## config.mk

```make
export PLATFORM = sky130hd
export DESIGN_NAME = pc_fir_regs
export DESIGN_NICKNAME = d
export VERILOG_FILES = /design/src/design/fir_pkg.sv /design/src/design/fir_checkstop_ctrl.sv /design/src/design/fir_reg_access.sv /design/src/design/fir_unit.sv /design/src/design/pc_fir_regs.sv
export SDC_FILE = /design/constraint.sdc
export NUM_CORES = 1
export LEC_CHECK = 0
export BUFFER_PORTS_ARGS = -buffer_cell sky130_fd_sc_hd__buf_4
export CELL_PAD_IN_SITES_DETAIL_PLACEMENT = 1
export CELL_PAD_IN_SITES_GLOBAL_PLACEMENT = 2
export CORE_MARGIN = 1.5
export CORE_UTILIZATION = 36
export CTS_BUF_LIST = sky130_fd_sc_hd__clkbuf_16
export DETAILED_ROUTE_END_ITERATION = 7
export PLACE_DENSITY = 0.83
export RECOVER_POWER = 50
export SLEW_MARGIN = 20
export SYNTH_ARGS = -nofsm -noshare
export SYNTH_HDL_FRONTEND = slang
export SYNTH_SLANG_ARGS = --single-unit
```

## constraint.sdc

```tcl
create_clock -name nclk -period 2.5 [get_ports nclk]
set_input_delay 0.5 -clock nclk [delete_from_list [all_inputs] [get_ports nclk]]
set_output_delay 0.5 -clock nclk [all_outputs]
set_load 0.005 [all_outputs]
```

## src/design/fir_pkg.sv

```systemverilog
//****************************
// Shared sizes, register offsets, reset values and bus structs
// for the core FIR block. Modules take it by wildcard import.
//****************************

package fir_pkg;

   localparam int NUM_THREADS      = 2;
   localparam int NUM_FIRS         = NUM_THREADS + 1;
   localparam int CORE_FIR_WIDTH   = 28;
   localparam int THREAD_FIR_WIDTH = 15;
   localparam int REG_WORD         = 32;
   localparam int UNIT_SEL_WIDTH   = 2;
   localparam int OFFSET_WIDTH     = 4;

   // Offsets inside one FIR's register window
   localparam logic [OFFSET_WIDTH-1:0] OFS_FIR      = 4'd0;
   localparam logic [OFFSET_WIDTH-1:0] OFS_FIR_AND  = 4'd1;
   localparam logic [OFFSET_WIDTH-1:0] OFS_FIR_OR   = 4'd2;
   localparam logic [OFFSET_WIDTH-1:0] OFS_ACT0     = 4'd3;
   localparam logic [OFFSET_WIDTH-1:0] OFS_ACT1     = 4'd4;
   localparam logic [OFFSET_WIDTH-1:0] OFS_MASK     = 4'd6;
   localparam logic [OFFSET_WIDTH-1:0] OFS_MASK_AND = 4'd7;
   localparam logic [OFFSET_WIDTH-1:0] OFS_MASK_OR  = 4'd8;

   localparam logic [CORE_FIR_WIDTH-1:0]   CORE_MASK_INIT   = 28'hFFFFFFF;
   localparam logic [CORE_FIR_WIDTH-1:0]   CORE_ACT0_INIT   = 28'h0000390;
   localparam logic [CORE_FIR_WIDTH-1:0]   CORE_ACT1_INIT   = 28'hFFFFFFE;
   localparam logic [THREAD_FIR_WIDTH-1:0] THREAD_MASK_INIT = 15'h7FFF;
   localparam logic [THREAD_FIR_WIDTH-1:0] THREAD_ACT0_INIT = 15'h2AB3;
   localparam logic [THREAD_FIR_WIDTH-1:0] THREAD_ACT1_INIT = 15'h7FFF;

   // External register port
   typedef struct packed {
      logic                      wr;
      logic [UNIT_SEL_WIDTH-1:0] unit_sel;
      logic [OFFSET_WIDTH-1:0]   offset;
      logic [REG_WORD-1:0]       wdata;
   } reg_req_t;

   // Write request already qualified for a single FIR
   typedef struct packed {
      logic                    wr;
      logic [OFFSET_WIDTH-1:0] offset;
      logic [REG_WORD-1:0]     wdata;
   } fir_write_t;

   typedef struct packed {
      logic [REG_WORD-1:0] fir;
      logic [REG_WORD-1:0] mask;
      logic [REG_WORD-1:0] act0;
      logic [REG_WORD-1:0] act1;
   } fir_view_t;

   typedef struct packed {
      logic xstop;
      logic lxstop;
      logic recov;
      logic trace;
      logic recov_pulse;
   } fir_status_t;

endpackage

```

## src/design/fir_checkstop_ctrl.sv

```systemverilog
//****************************
// Merges FIR status into capture blocking, registered checkstop
// outputs, recoverable and trace reporting and thread summaries.
//****************************

`timescale 1ns/1ps

module fir_checkstop_ctrl
   import fir_pkg::*;
(
   input  logic                         nclk,
   input  logic                         rst,
   input  fir_status_t [NUM_FIRS-1:0]   status,
   input  logic                         ext_checkstop,
   input  logic                         ram_mode,
   input  logic                         xstop_report_ovride,
   output logic        [NUM_FIRS-1:0]   block,
   output logic        [NUM_FIRS-1:0]   checkstop,
   output logic        [NUM_FIRS-1:0]   local_checkstop,
   output logic        [NUM_FIRS-1:0]   recov_err,
   output logic                         trace_error,
   output logic        [NUM_THREADS-1:0] thread_xstop,
   output logic                         any_fir_xstop,
   output logic                         ram_mode_xstop,
   output logic                         gate_rec_err_cntr
);

   logic [NUM_FIRS-1:0] xstop_int;
   logic [NUM_FIRS-1:0] lxstop_int;
   logic [NUM_FIRS-1:0] trace_int;
   logic [NUM_FIRS-1:0] recov_pulse;
   logic [NUM_FIRS-1:0] xstop_q;
   logic [NUM_FIRS-1:0] xstop_out_q;
   logic [NUM_FIRS-1:0] lxstop_out_q;
   logic                ext_xstop_q;
   logic                block_in_ram;

   always_comb
   begin
      for (int i = 0; i < NUM_FIRS; i++)
      begin
         xstop_int[i]   = status[i].xstop;
         lxstop_int[i]  = status[i].lxstop;
         recov_err[i]   = status[i].recov;
         trace_int[i]   = status[i].trace;
         recov_pulse[i] = status[i].recov_pulse;
      end
   end

   // RAM mode with the report override hides checkstops from the core pins
   assign block_in_ram = ram_mode & xstop_report_ovride;

   always_ff @(posedge nclk)
   begin
      if (rst)
      begin
         ext_xstop_q  <= 1'b0;
         xstop_q      <= '0;
         xstop_out_q  <= '0;
         lxstop_out_q <= '0;
      end
      else
      begin
         ext_xstop_q  <= ext_checkstop;
         xstop_q      <= xstop_int;
         xstop_out_q  <= block_in_ram ? '0 : xstop_int;
         lxstop_out_q <= block_in_ram ? '0 : lxstop_int;
      end
   end

   // A FIR keeps capturing through its own checkstop, only others freeze it
   always_comb
   begin
      for (int i = 0; i < NUM_FIRS; i++)
      begin
         block[i] = ext_xstop_q | (|(xstop_q & ~(NUM_FIRS'(1) << i)));
      end
   end

   always_comb
   begin
      for (int t = 0; t < NUM_THREADS; t++)
      begin
         thread_xstop[t] = xstop_int[0] | lxstop_int[0] | xstop_int[t+1] | lxstop_int[t+1];
      end
   end

   assign checkstop         = xstop_out_q;
   assign local_checkstop   = lxstop_out_q;
   assign trace_error       = |trace_int;
   assign any_fir_xstop     = |(xstop_int | lxstop_int);
   assign ram_mode_xstop    = ram_mode & any_fir_xstop;
   assign gate_rec_err_cntr = |recov_pulse;

   a_ram_override : assert property (
      @(posedge nclk) disable iff (rst)
      block_in_ram |=> (checkstop == '0)
   );

endmodule

```

## src/design/fir_reg_access.sv

```systemverilog
//****************************
// Register port decode. Steers writes to the selected FIR and
// returns its register contents as combinational read data.
//****************************

`timescale 1ns/1ps

module fir_reg_access
   import fir_pkg::*;
(
   input  reg_req_t                   req,
   input  fir_view_t  [NUM_FIRS-1:0]  views,
   output fir_write_t [NUM_FIRS-1:0]  writes,
   output logic       [REG_WORD-1:0]  rdata
);

   logic [NUM_FIRS-1:0] wr_vec;
   fir_view_t           sel_view;

   always_comb
   begin
      for (int i = 0; i < NUM_FIRS; i++)
      begin
         wr_vec[i]        = req.wr && (req.unit_sel == UNIT_SEL_WIDTH'(i));
         writes[i].wr     = wr_vec[i];
         writes[i].offset = req.offset;
         writes[i].wdata  = req.wdata;
      end
   end

   // An unused unit select leaves the view at zero
   always_comb
   begin
      sel_view = '0;
      if (req.unit_sel < NUM_FIRS)
      begin
         sel_view = views[req.unit_sel];
      end
   end

   // The AND and OR aliases read back the register they modify
   always_comb
   begin
      case (req.offset)
         OFS_FIR, OFS_FIR_AND, OFS_FIR_OR:    rdata = sel_view.fir;
         OFS_ACT0:                            rdata = sel_view.act0;
         OFS_ACT1:                            rdata = sel_view.act1;
         OFS_MASK, OFS_MASK_AND, OFS_MASK_OR: rdata = sel_view.mask;
         default:                             rdata = '0;
      endcase
   end

endmodule

```

## src/design/fir_unit.sv

```systemverilog
//****************************
// One fault isolation register with capture, mask and action
// registers. Instantiated once per FIR with its own width and resets.
//****************************

`timescale 1ns/1ps

module fir_unit
   import fir_pkg::*;
#(
   parameter int               WIDTH     = 8,
   parameter logic [WIDTH-1:0] MASK_INIT = '1,
   parameter logic [WIDTH-1:0] ACT0_INIT = '0,
   parameter logic [WIDTH-1:0] ACT1_INIT = '1
)
(
   input  logic             nclk,
   input  logic             rst,
   input  logic [WIDTH-1:0] err_in,
   input  logic             block,
   input  fir_write_t       wr,
   output fir_view_t        view,
   output fir_status_t      status
);

   logic [WIDTH-1:0] err_q;
   logic [WIDTH-1:0] fir_q;
   logic [WIDTH-1:0] mask_q;
   logic [WIDTH-1:0] act0_q;
   logic [WIDTH-1:0] act1_q;
   logic [WIDTH-1:0] wdata_w;
   logic [WIDTH-1:0] fir_wr;
   logic [WIDTH-1:0] active;
   logic [WIDTH-1:0] recov_capture;
   logic [1:0]       recov_hist_q;
   logic             recov_pulse_q;

   assign wdata_w = wr.wdata[WIDTH-1:0];

   // Software update of the FIR, before new errors are merged in
   always_comb
   begin
      fir_wr = fir_q;
      if (wr.wr)
      begin
         case (wr.offset)
            OFS_FIR:     fir_wr = wdata_w;
            OFS_FIR_AND: fir_wr = fir_q & wdata_w;
            OFS_FIR_OR:  fir_wr = fir_q | wdata_w;
            default:     fir_wr = fir_q;
         endcase
      end
   end

   always_ff @(posedge nclk)
   begin
      if (rst)
      begin
         err_q  <= '0;
         fir_q  <= '0;
         mask_q <= MASK_INIT;
         act0_q <= ACT0_INIT;
         act1_q <= ACT1_INIT;
      end
      else
      begin
         err_q <= err_in;
         fir_q <= block ? fir_wr : (fir_wr | err_q);
         if (wr.wr)
         begin
            case (wr.offset)
               OFS_ACT0:     act0_q <= wdata_w;
               OFS_ACT1:     act1_q <= wdata_w;
               OFS_MASK:     mask_q <= wdata_w;
               OFS_MASK_AND: mask_q <= mask_q & wdata_w;
               OFS_MASK_OR:  mask_q <= mask_q | wdata_w;
               default:      mask_q <= mask_q;
            endcase
         end
      end
   end

   // Recoverable errors are seen in the capture register, a cycle
   // ahead of the FIR, so the counter gate is not held by a sticky bit
   assign recov_capture = err_q & ~act0_q & act1_q & ~mask_q;

   always_ff @(posedge nclk)
   begin
      if (rst)
      begin
         recov_hist_q  <= '0;
         recov_pulse_q <= 1'b0;
      end
      else
      begin
         recov_hist_q  <= {recov_hist_q[0], |recov_capture};
         recov_pulse_q <= recov_hist_q[0] & ~recov_hist_q[1];
      end
   end

   assign active = fir_q & ~mask_q;

   always_comb
   begin
      status.xstop       = |(active & act0_q & ~act1_q);
      status.lxstop      = |(active & act0_q & act1_q);
      status.recov       = |(active & ~act0_q & act1_q);
      status.trace       = |(active & ~act0_q & ~act1_q);
      status.recov_pulse = recov_pulse_q;
   end

   always_comb
   begin
      view.fir  = {{(REG_WORD-WIDTH){1'b0}}, fir_q};
      view.mask = {{(REG_WORD-WIDTH){1'b0}}, mask_q};
      view.act0 = {{(REG_WORD-WIDTH){1'b0}}, act0_q};
      view.act1 = {{(REG_WORD-WIDTH){1'b0}}, act1_q};
   end

   // Only a direct or AND write may clear a bit that was already set
   a_fir_sticky : assert property (
      @(posedge nclk) disable iff (rst)
      !(wr.wr && (wr.offset == OFS_FIR || wr.offset == OFS_FIR_AND))
         |=> ((fir_q & $past(fir_q)) == $past(fir_q))
   );

endmodule

```

## src/design/pc_fir_regs.sv

```systemverilog
//****************************
// FIR block top for a two-thread core: one core FIR, one FIR per
// thread, the register port decode and the checkstop control.
//****************************

`timescale 1ns/1ps

module pc_fir_regs
   import fir_pkg::*;
(
   input  logic                                          nclk,
   input  logic                                          rst,
   input  reg_req_t                                      reg_req,
   input  logic [CORE_FIR_WIDTH-1:1]                     core_err,
   input  logic [NUM_THREADS-1:0][THREAD_FIR_WIDTH-1:0]  thread_err,
   input  logic                                          ext_checkstop,
   input  logic                                          ram_mode,
   input  logic                                          xstop_report_ovride,
   input  logic                                          max_rec_err_cntr,
   output logic [REG_WORD-1:0]                           rdata,
   output logic [NUM_FIRS-1:0]                           checkstop,
   output logic [NUM_FIRS-1:0]                           local_checkstop,
   output logic [NUM_FIRS-1:0]                           recov_err,
   output logic                                          trace_error,
   output logic [NUM_THREADS-1:0]                        thread_xstop,
   output logic                                          any_fir_xstop,
   output logic                                          ram_mode_xstop,
   output logic                                          gate_rec_err_cntr
);

   fir_write_t  [NUM_FIRS-1:0] writes;
   fir_view_t   [NUM_FIRS-1:0] views;
   fir_status_t [NUM_FIRS-1:0] status;
   logic        [NUM_FIRS-1:0] block;

   // Core FIR bit 0 reports the recoverable error counter at its limit
   fir_unit #(
      .WIDTH     (CORE_FIR_WIDTH),
      .MASK_INIT (CORE_MASK_INIT),
      .ACT0_INIT (CORE_ACT0_INIT),
      .ACT1_INIT (CORE_ACT1_INIT)
   ) i_core_fir (
      .nclk   (nclk),
      .rst    (rst),
      .err_in ({core_err, max_rec_err_cntr}),
      .block  (block[0]),
      .wr     (writes[0]),
      .view   (views[0]),
      .status (status[0])
   );

   for (genvar t = 0; t < NUM_THREADS; t++)
   begin : g_thread
      fir_unit #(
         .WIDTH     (THREAD_FIR_WIDTH),
         .MASK_INIT (THREAD_MASK_INIT),
         .ACT0_INIT (THREAD_ACT0_INIT),
         .ACT1_INIT (THREAD_ACT1_INIT)
      ) i_thread_fir (
         .nclk   (nclk),
         .rst    (rst),
         .err_in (thread_err[t]),
         .block  (block[t+1]),
         .wr     (writes[t+1]),
         .view   (views[t+1]),
         .status (status[t+1])
      );
   end

   fir_reg_access i_reg_access (
      .req    (reg_req),
      .views  (views),
      .writes (writes),
      .rdata  (rdata)
   );

   fir_checkstop_ctrl i_checkstop_ctrl (
      .nclk                (nclk),
      .rst                 (rst),
      .status              (status),
      .ext_checkstop       (ext_checkstop),
      .ram_mode            (ram_mode),
      .xstop_report_ovride (xstop_report_ovride),
      .block               (block),
      .checkstop           (checkstop),
      .local_checkstop     (local_checkstop),
      .recov_err           (recov_err),
      .trace_error         (trace_error),
      .thread_xstop        (thread_xstop),
      .any_fir_xstop       (any_fir_xstop),
      .ram_mode_xstop      (ram_mode_xstop),
      .gate_rec_err_cntr   (gate_rec_err_cntr)
   );

endmodule

```

=== Word-level counts from Yosys, hierarchy flattened ===
Cells that the tools add are included.
W data, S select, Z words.

* Register bits: 309
* Bits in latches: 0
* Bits in writable memories: 0
* Bits in read-only memories: 0
* Input port bits: 102
* Output and inout port bits: 47
* Logic and storage cells: 159
* Memories: 0

* Add/subtract/negate cells: 0
* $mul: 0
* Divide/modulo/power cells: 0
* Order comparisons: 2
* Equality and inequality tests: 9
* Shift-type cells: 0
* Mux-type cells: 16
* Bitwise gates (word level): 71
* Reduce and logical (&&, ||, !) cells: 36

{| class="wikitable"
|+ Operators with widths
! operator !! count
|-
| $and A15 B15 Y15 || 24
|-
| $and A28 B28 Y28 || 12
|-
| $bmux W128 S2 || 1
|-
| $mux W128 || 2
|-
| $pmux W15 S3 || 4
|-
| $pmux W28 S3 || 2
|-
| $pmux W32 S4 || 1
|-
| $reduce_or A15 Y1 || 8
|-
| $reduce_or A28 Y1 || 4
|-
| $not A15 Y15 || 6
|-
| $or A15 B15 Y15 || 6
|-
| $not A28 Y28 || 3
|-
| $or A28 B28 Y28 || 3
|-
| $mux W15 || 4
|-
| $reduce_or A58 Y1 || 1
|-
| $mux W28 || 2
|-
| $reduce_and A2 Y1 || 9
|-
| $eq A4 B3 Y1 const B || 3
|-
| $reduce_or A3 Y1 || 4
|-
| $eq A4 B2 Y1 const B || 2
|-
| $or A1 B1 Y1 || 8
|-
| $reduce_or A2 Y1 || 4
|-
| $and A1 B1 Y1 || 5
|-
| $eq A4 B1 Y1 const B || 1
|-
| other kinds (11) || 15
|}

=== Depth between registers and ports, before layout ===
* Word-level depth: 8
* Gate-level depth with buffers: 8
* Gate-level depth less buffers: 5

=== Modules after synthesis ===
A second synthesis with hierarchy kept.

* Cell total of the unflattened synthesis: 2,359
* Area total of the unflattened synthesis: 20,073.0 um^2

{| class="wikitable"
|+ Modules (own cells, without submodules)
! module !! times used !! cells an instance !! area an instance (um^2) !! seq. area each (um^2)
|-
| fir_unit at g_thread[0].i_thread_fir ... || 2 || 493 || 4,287.9 || 1,561.5
|-
| fir_unit at i_core_fir || 1 || 775 || 6,965.4 || 2,862.7
|-
| fir_reg_access || 1 || 562 || 4,157.7 || 0.0
|-
| fir_checkstop_ctrl || 1 || 36 || 374.1 || 200.2
|}

=== Least setup slack after synthesis ===
OpenSTA, ideal clock, no wires.

* Path kind: input to output
* Start: input reg_req[36] (netlist bit)
* End: output rdata[0]
* Arrival time: 1.852 ns
* Data required time: 2.000 ns
* Path slack: 0.148 ns
* Cell stages on the path: 6
* Path buffers: 2
* Cell sequence: clkbuf_1 -> buf_1 -> mux2i_1 -> o21ai_0 -> a22oi_1 -> o221ai_1

* Longest elaborated chain between the ends: 4
* Elaborated cells between the ends (all ways): 5
* Classes of those cells: order compare: 1; mux: 4

{| class="wikitable"
|+ RTL lines
! what !! line !! source
|-
| from (decl) || pc_fir_regs.sv:13 || <nowiki>input reg_req_t reg_req,</nowiki>
|-
| $bmux W128 S2 || fir_reg_access.sv:37 || <nowiki>sel_view = views[req.unit_sel];</nowiki>
|-
| $mux W128 (not written as such) || fir_reg_access.sv:37 ||
|-
| $mux W128 (*) || fir_reg_access.sv:35 || <nowiki>if (req.unit_sel < NUM_FIRS)</nowiki>
|-
| $pmux W32 S4 (*) || fir_reg_access.sv:44 || <nowiki>case (req.offset)</nowiki>
|-
| to (decl) || pc_fir_regs.sv:20 || <nowiki>output logic [REG_WORD-1:0] rdata,</nowiki>
|}

Every way passes the cells marked *; elsewhere a longest branch is shown, timed or not. The select of a mux whose other input is x is not followed.

=== Worst setup path after layout ===
* Start: register g_thread[0].i_thread_fir.fir_q[11]
* End: output trace_error

* Longest elaborated chain between the ends: 4

{| class="wikitable"
|+ RTL lines
! what !! line !! source
|-
| from (decl) || fir_unit.sv:27 || <nowiki>logic [WIDTH-1:0] fir_q;</nowiki>
|-
| from (signal assigned) || fir_unit.sv:68 || <nowiki>fir_q <= block ? fir_wr : (fir_wr | err_q);</nowiki>
|-
| $and A15 B15 Y15 || fir_unit.sv:101 || <nowiki>assign active = fir_q & ~mask_q;</nowiki>
|-
| $and A15 B15 Y15 (2 in series) || fir_unit.sv:108 || <nowiki>status.trace = |(active & ~act0_q & ~act1_q);</nowiki>
|-
| $reduce_or A58 Y1 || fir_checkstop_ctrl.sv:90 || <nowiki>assign trace_error = |trace_int;</nowiki>
|-
| to (decl) || pc_fir_regs.sv:24 || <nowiki>output logic trace_error,</nowiki>
|}

No other way between the ends.

==> metrics.txt <==
status finished with violations; failing checks DRC, capacitance limit, slew limit, setup timing; DIE WIDTH 214 µm; DRC 4; critical path arrival 2530 ps; Hold WC Path Type input port to flop; Worst-Margin Slew 1710 ps; Skew-Pair Late Insertion Delay 570 ps; Worst Skew about 17 ps; Switch Pwr 3.37 mW; number of global-route vias before repair 18200; # hold bufs at CTS 0; clock buffer depth 3; met2 routed WL 39800 µm; max-cap violations 1; top cell type's share of synthesized area around two fifths; crit-path max FO 4; worst hold slack roughly 140 ps; sequential share of power a little over two fifths; Post-synth top flop dfxtp_1; largest net degree at the start of global routing 74; routed length on met1 35400 µm; share of post-route cells with drive strength above 1 approximately 28%; Final Wtd Congestion 0.983; final slew viol count 72; post-synthesis sequential area ratio approximately 39%; combinational group share of total power 11.5%; Synth area leaders dfxtp_1 39%, nand2_1 7.1%, nor2_1 5.1%; Yosys reg bits between 300 and 400; starting density of the core a little under two fifths; HPWL after DPL 64700 µm; most common library cells after synthesis 309 x dfxtp_1, 302 x nand2_1, 217 x nor2_1; Row Count 76; DRT Pass-1 Iters 8; TritonCTS clock tree yes; initial antenna violation count 3; setup ws final -527 ps; # setup viols final between 40 and 50; first-pass GRT wire length 126000 µm; number of flops mapped to enable cells by yosys 0; DR WL/cell 30.0 µm; Port-buffer cells 140; Worst Path Required 2000 ps; Mapped Cells approximately 2000; Power Density 556 nW/µm²; WL met3 a little under 7000 µm; 1st-iter DRT viols 2308; Reg clk slew, reported paths about 60 ps; DIE AREA 45600 µm²; Avg Cell Area, Syn 8.17 µm²; IO Pins 149; Final min period 3030 ps; Clk network pwr share 45.3%; core area around 43000 µm²; top cell type by total area after synthesis dfxtp_1; startpoint types flop; Syn-to-layout area delta 37.1%; slew margin rel. -13.9%; fin crit share 121%; RSZ-0062 raised after global routing yes; final global-route overflow total 0; CTS HTree Levels 2; Root Driver clkbuf_16; Vias 18400; worst vdd ir 434 µV; Pwr Total 12.2 mW; Syn. warnings 0; Net Sw Frac 27.7%; fmax 0.330 GHz; most frequent cell after synthesis dfxtp_1; netlist area before placement 16000 µm²; CTS sink cnt ~310; GRT Total Usage about two fifths; final non-filler cell total ~2900; final hold violations 0; nets 2425; final WL 88000 µm; dpl cells 2863; Post-Route Setup TNS -10620 ps; highest metal used met4; CTS buffer count 39; Leak 8.79 nW; die height 214 µm; Crit Path Class flop to primary output; FFs w/ async S/R, synth 0%; vias per cell 6.25; Cell variety after synth 61; Power Internal 8.79 mW; Final ANT Viol Nets 0; endpoint type of the worst setup path primary output
## what timing repair did
action	in CTS	in global routing
gates resized for setup	150	57
endpoints found under the setup margin	27	24
setup buffers	9	2
pin swaps	37	28
## layer usage
metal  vias to the layer above  track usage [%]
li1                       8017                -
met1                      9215             48.9
met2                       891             60.2
met3                       237             6.52
met4                         0             23.3
met5                         -                0
## area by class of cell
type / instances / area, µm²
antenna: 1 / 2.50
clock buffer: 40 / 1000
clock inverter: 31 / 199
fill: 5139 / 21600
inverter: 12 / 45.0
multi-input combinational: 1500 / 9830
sequential: 309 / 6280
tap: 585 / 732
timing repair buffer: 461 / 3790
## path summary, 6_finish.rpt
check	from	to	slack (ps)	depth (start not counted)
worst max-delay path	g_thread[0].i_thread_fir.fir_q[11]	trace_error	-530	7
worst min-delay path	core_err[19]	i_core_fir.err_q[19]	140	2
worst max register to register	g_thread[1].i_thread_fir.fir_q[2]	i_checkstop_ctrl.checkstop[2]	200	9
worst min register to register	i_core_fir.recov_hist_q[1]	i_core_fir.recov_pulse_q	390	1
## power groups by stage
stage / Combinational [mW] / Clock, mW / Sequential (mW)
after CTS: 1.36 / 5.55 / 5.24
after global placement: 1.29 / 0 / 5.34
final: 1.40 / 5.51 / 5.25
after detailed placement: 1.32 / 0 / 5.35
after global routing: 1.47 / 5.75 / 5.25
after floorplan: 0.600 / 0 / 5.28
## registers in the layout (all words and copies together), names as in the netlist, 4 cells and up
name and cells:
g_thread.i_thread_fir.act0_q 30, g_thread.i_thread_fir.mask_q 30, i_core_fir.act1_q 28, i_core_fir.err_q 28, i_core_fir.mask_q 28, i_core_fir.act0_q 28
g_thread.i_thread_fir.recov_hist_q 4, g_thread.i_thread_fir.act1_q 30, g_thread.i_thread_fir.err_q 30, g_thread.i_thread_fir.fir_q 30, i_core_fir.fir_q 28
## cells in the final DEF (no fill, tap or decap), drive strengths merged, types with 22 or more instances in the layout
cell    synthesis  layout
buf            40     441
dfxtp         309     309
nand2         302     302
nor2          219     219
a21oi         143     143
nor2b          85      85
mux2i          81      81
a222oi         69      69
o21ai          66      66
nor4bb         65      65
clkbuf         96      60
nand3          55      55
nand4b         53      53
nor4b          47      47
o21bai         45      45
nand3b         35      35
a31oi          30      30
nor4           27      27
nand4          24      24
clkinv          1      22
## logic make-up after synthesis
logic type | share of synthesized area, %
AOI/OAI and AO/OA | 18.6
buffers and inverters | 3.86
DFF | 38.7
muxes | 5.08
other | 0.0235
and+or+nand+nor | 33.7
## per-stage QoR
stage	area, µm²	util (%)	setup slack (ps)
2_1_floorplan	16000	-	148
3_3_place_gp	20000	46.0	-237
3_5_place_dp	20000	46.0	-244
4_1_cts	21800	50.3	-553
5_1_grt	21900	50.4	-574
6_report	21900	50.4	-527
## critical path: stages, from the launching register on
cell and delay (ps):
dfxtp_4 350, buf_6 120, nor4b_1 140, nor4_1 310
buf_4 180, nand3_1 130, or4_4 590, buf_6 140
No activity file was read; power rests on OpenSTA's default activity.
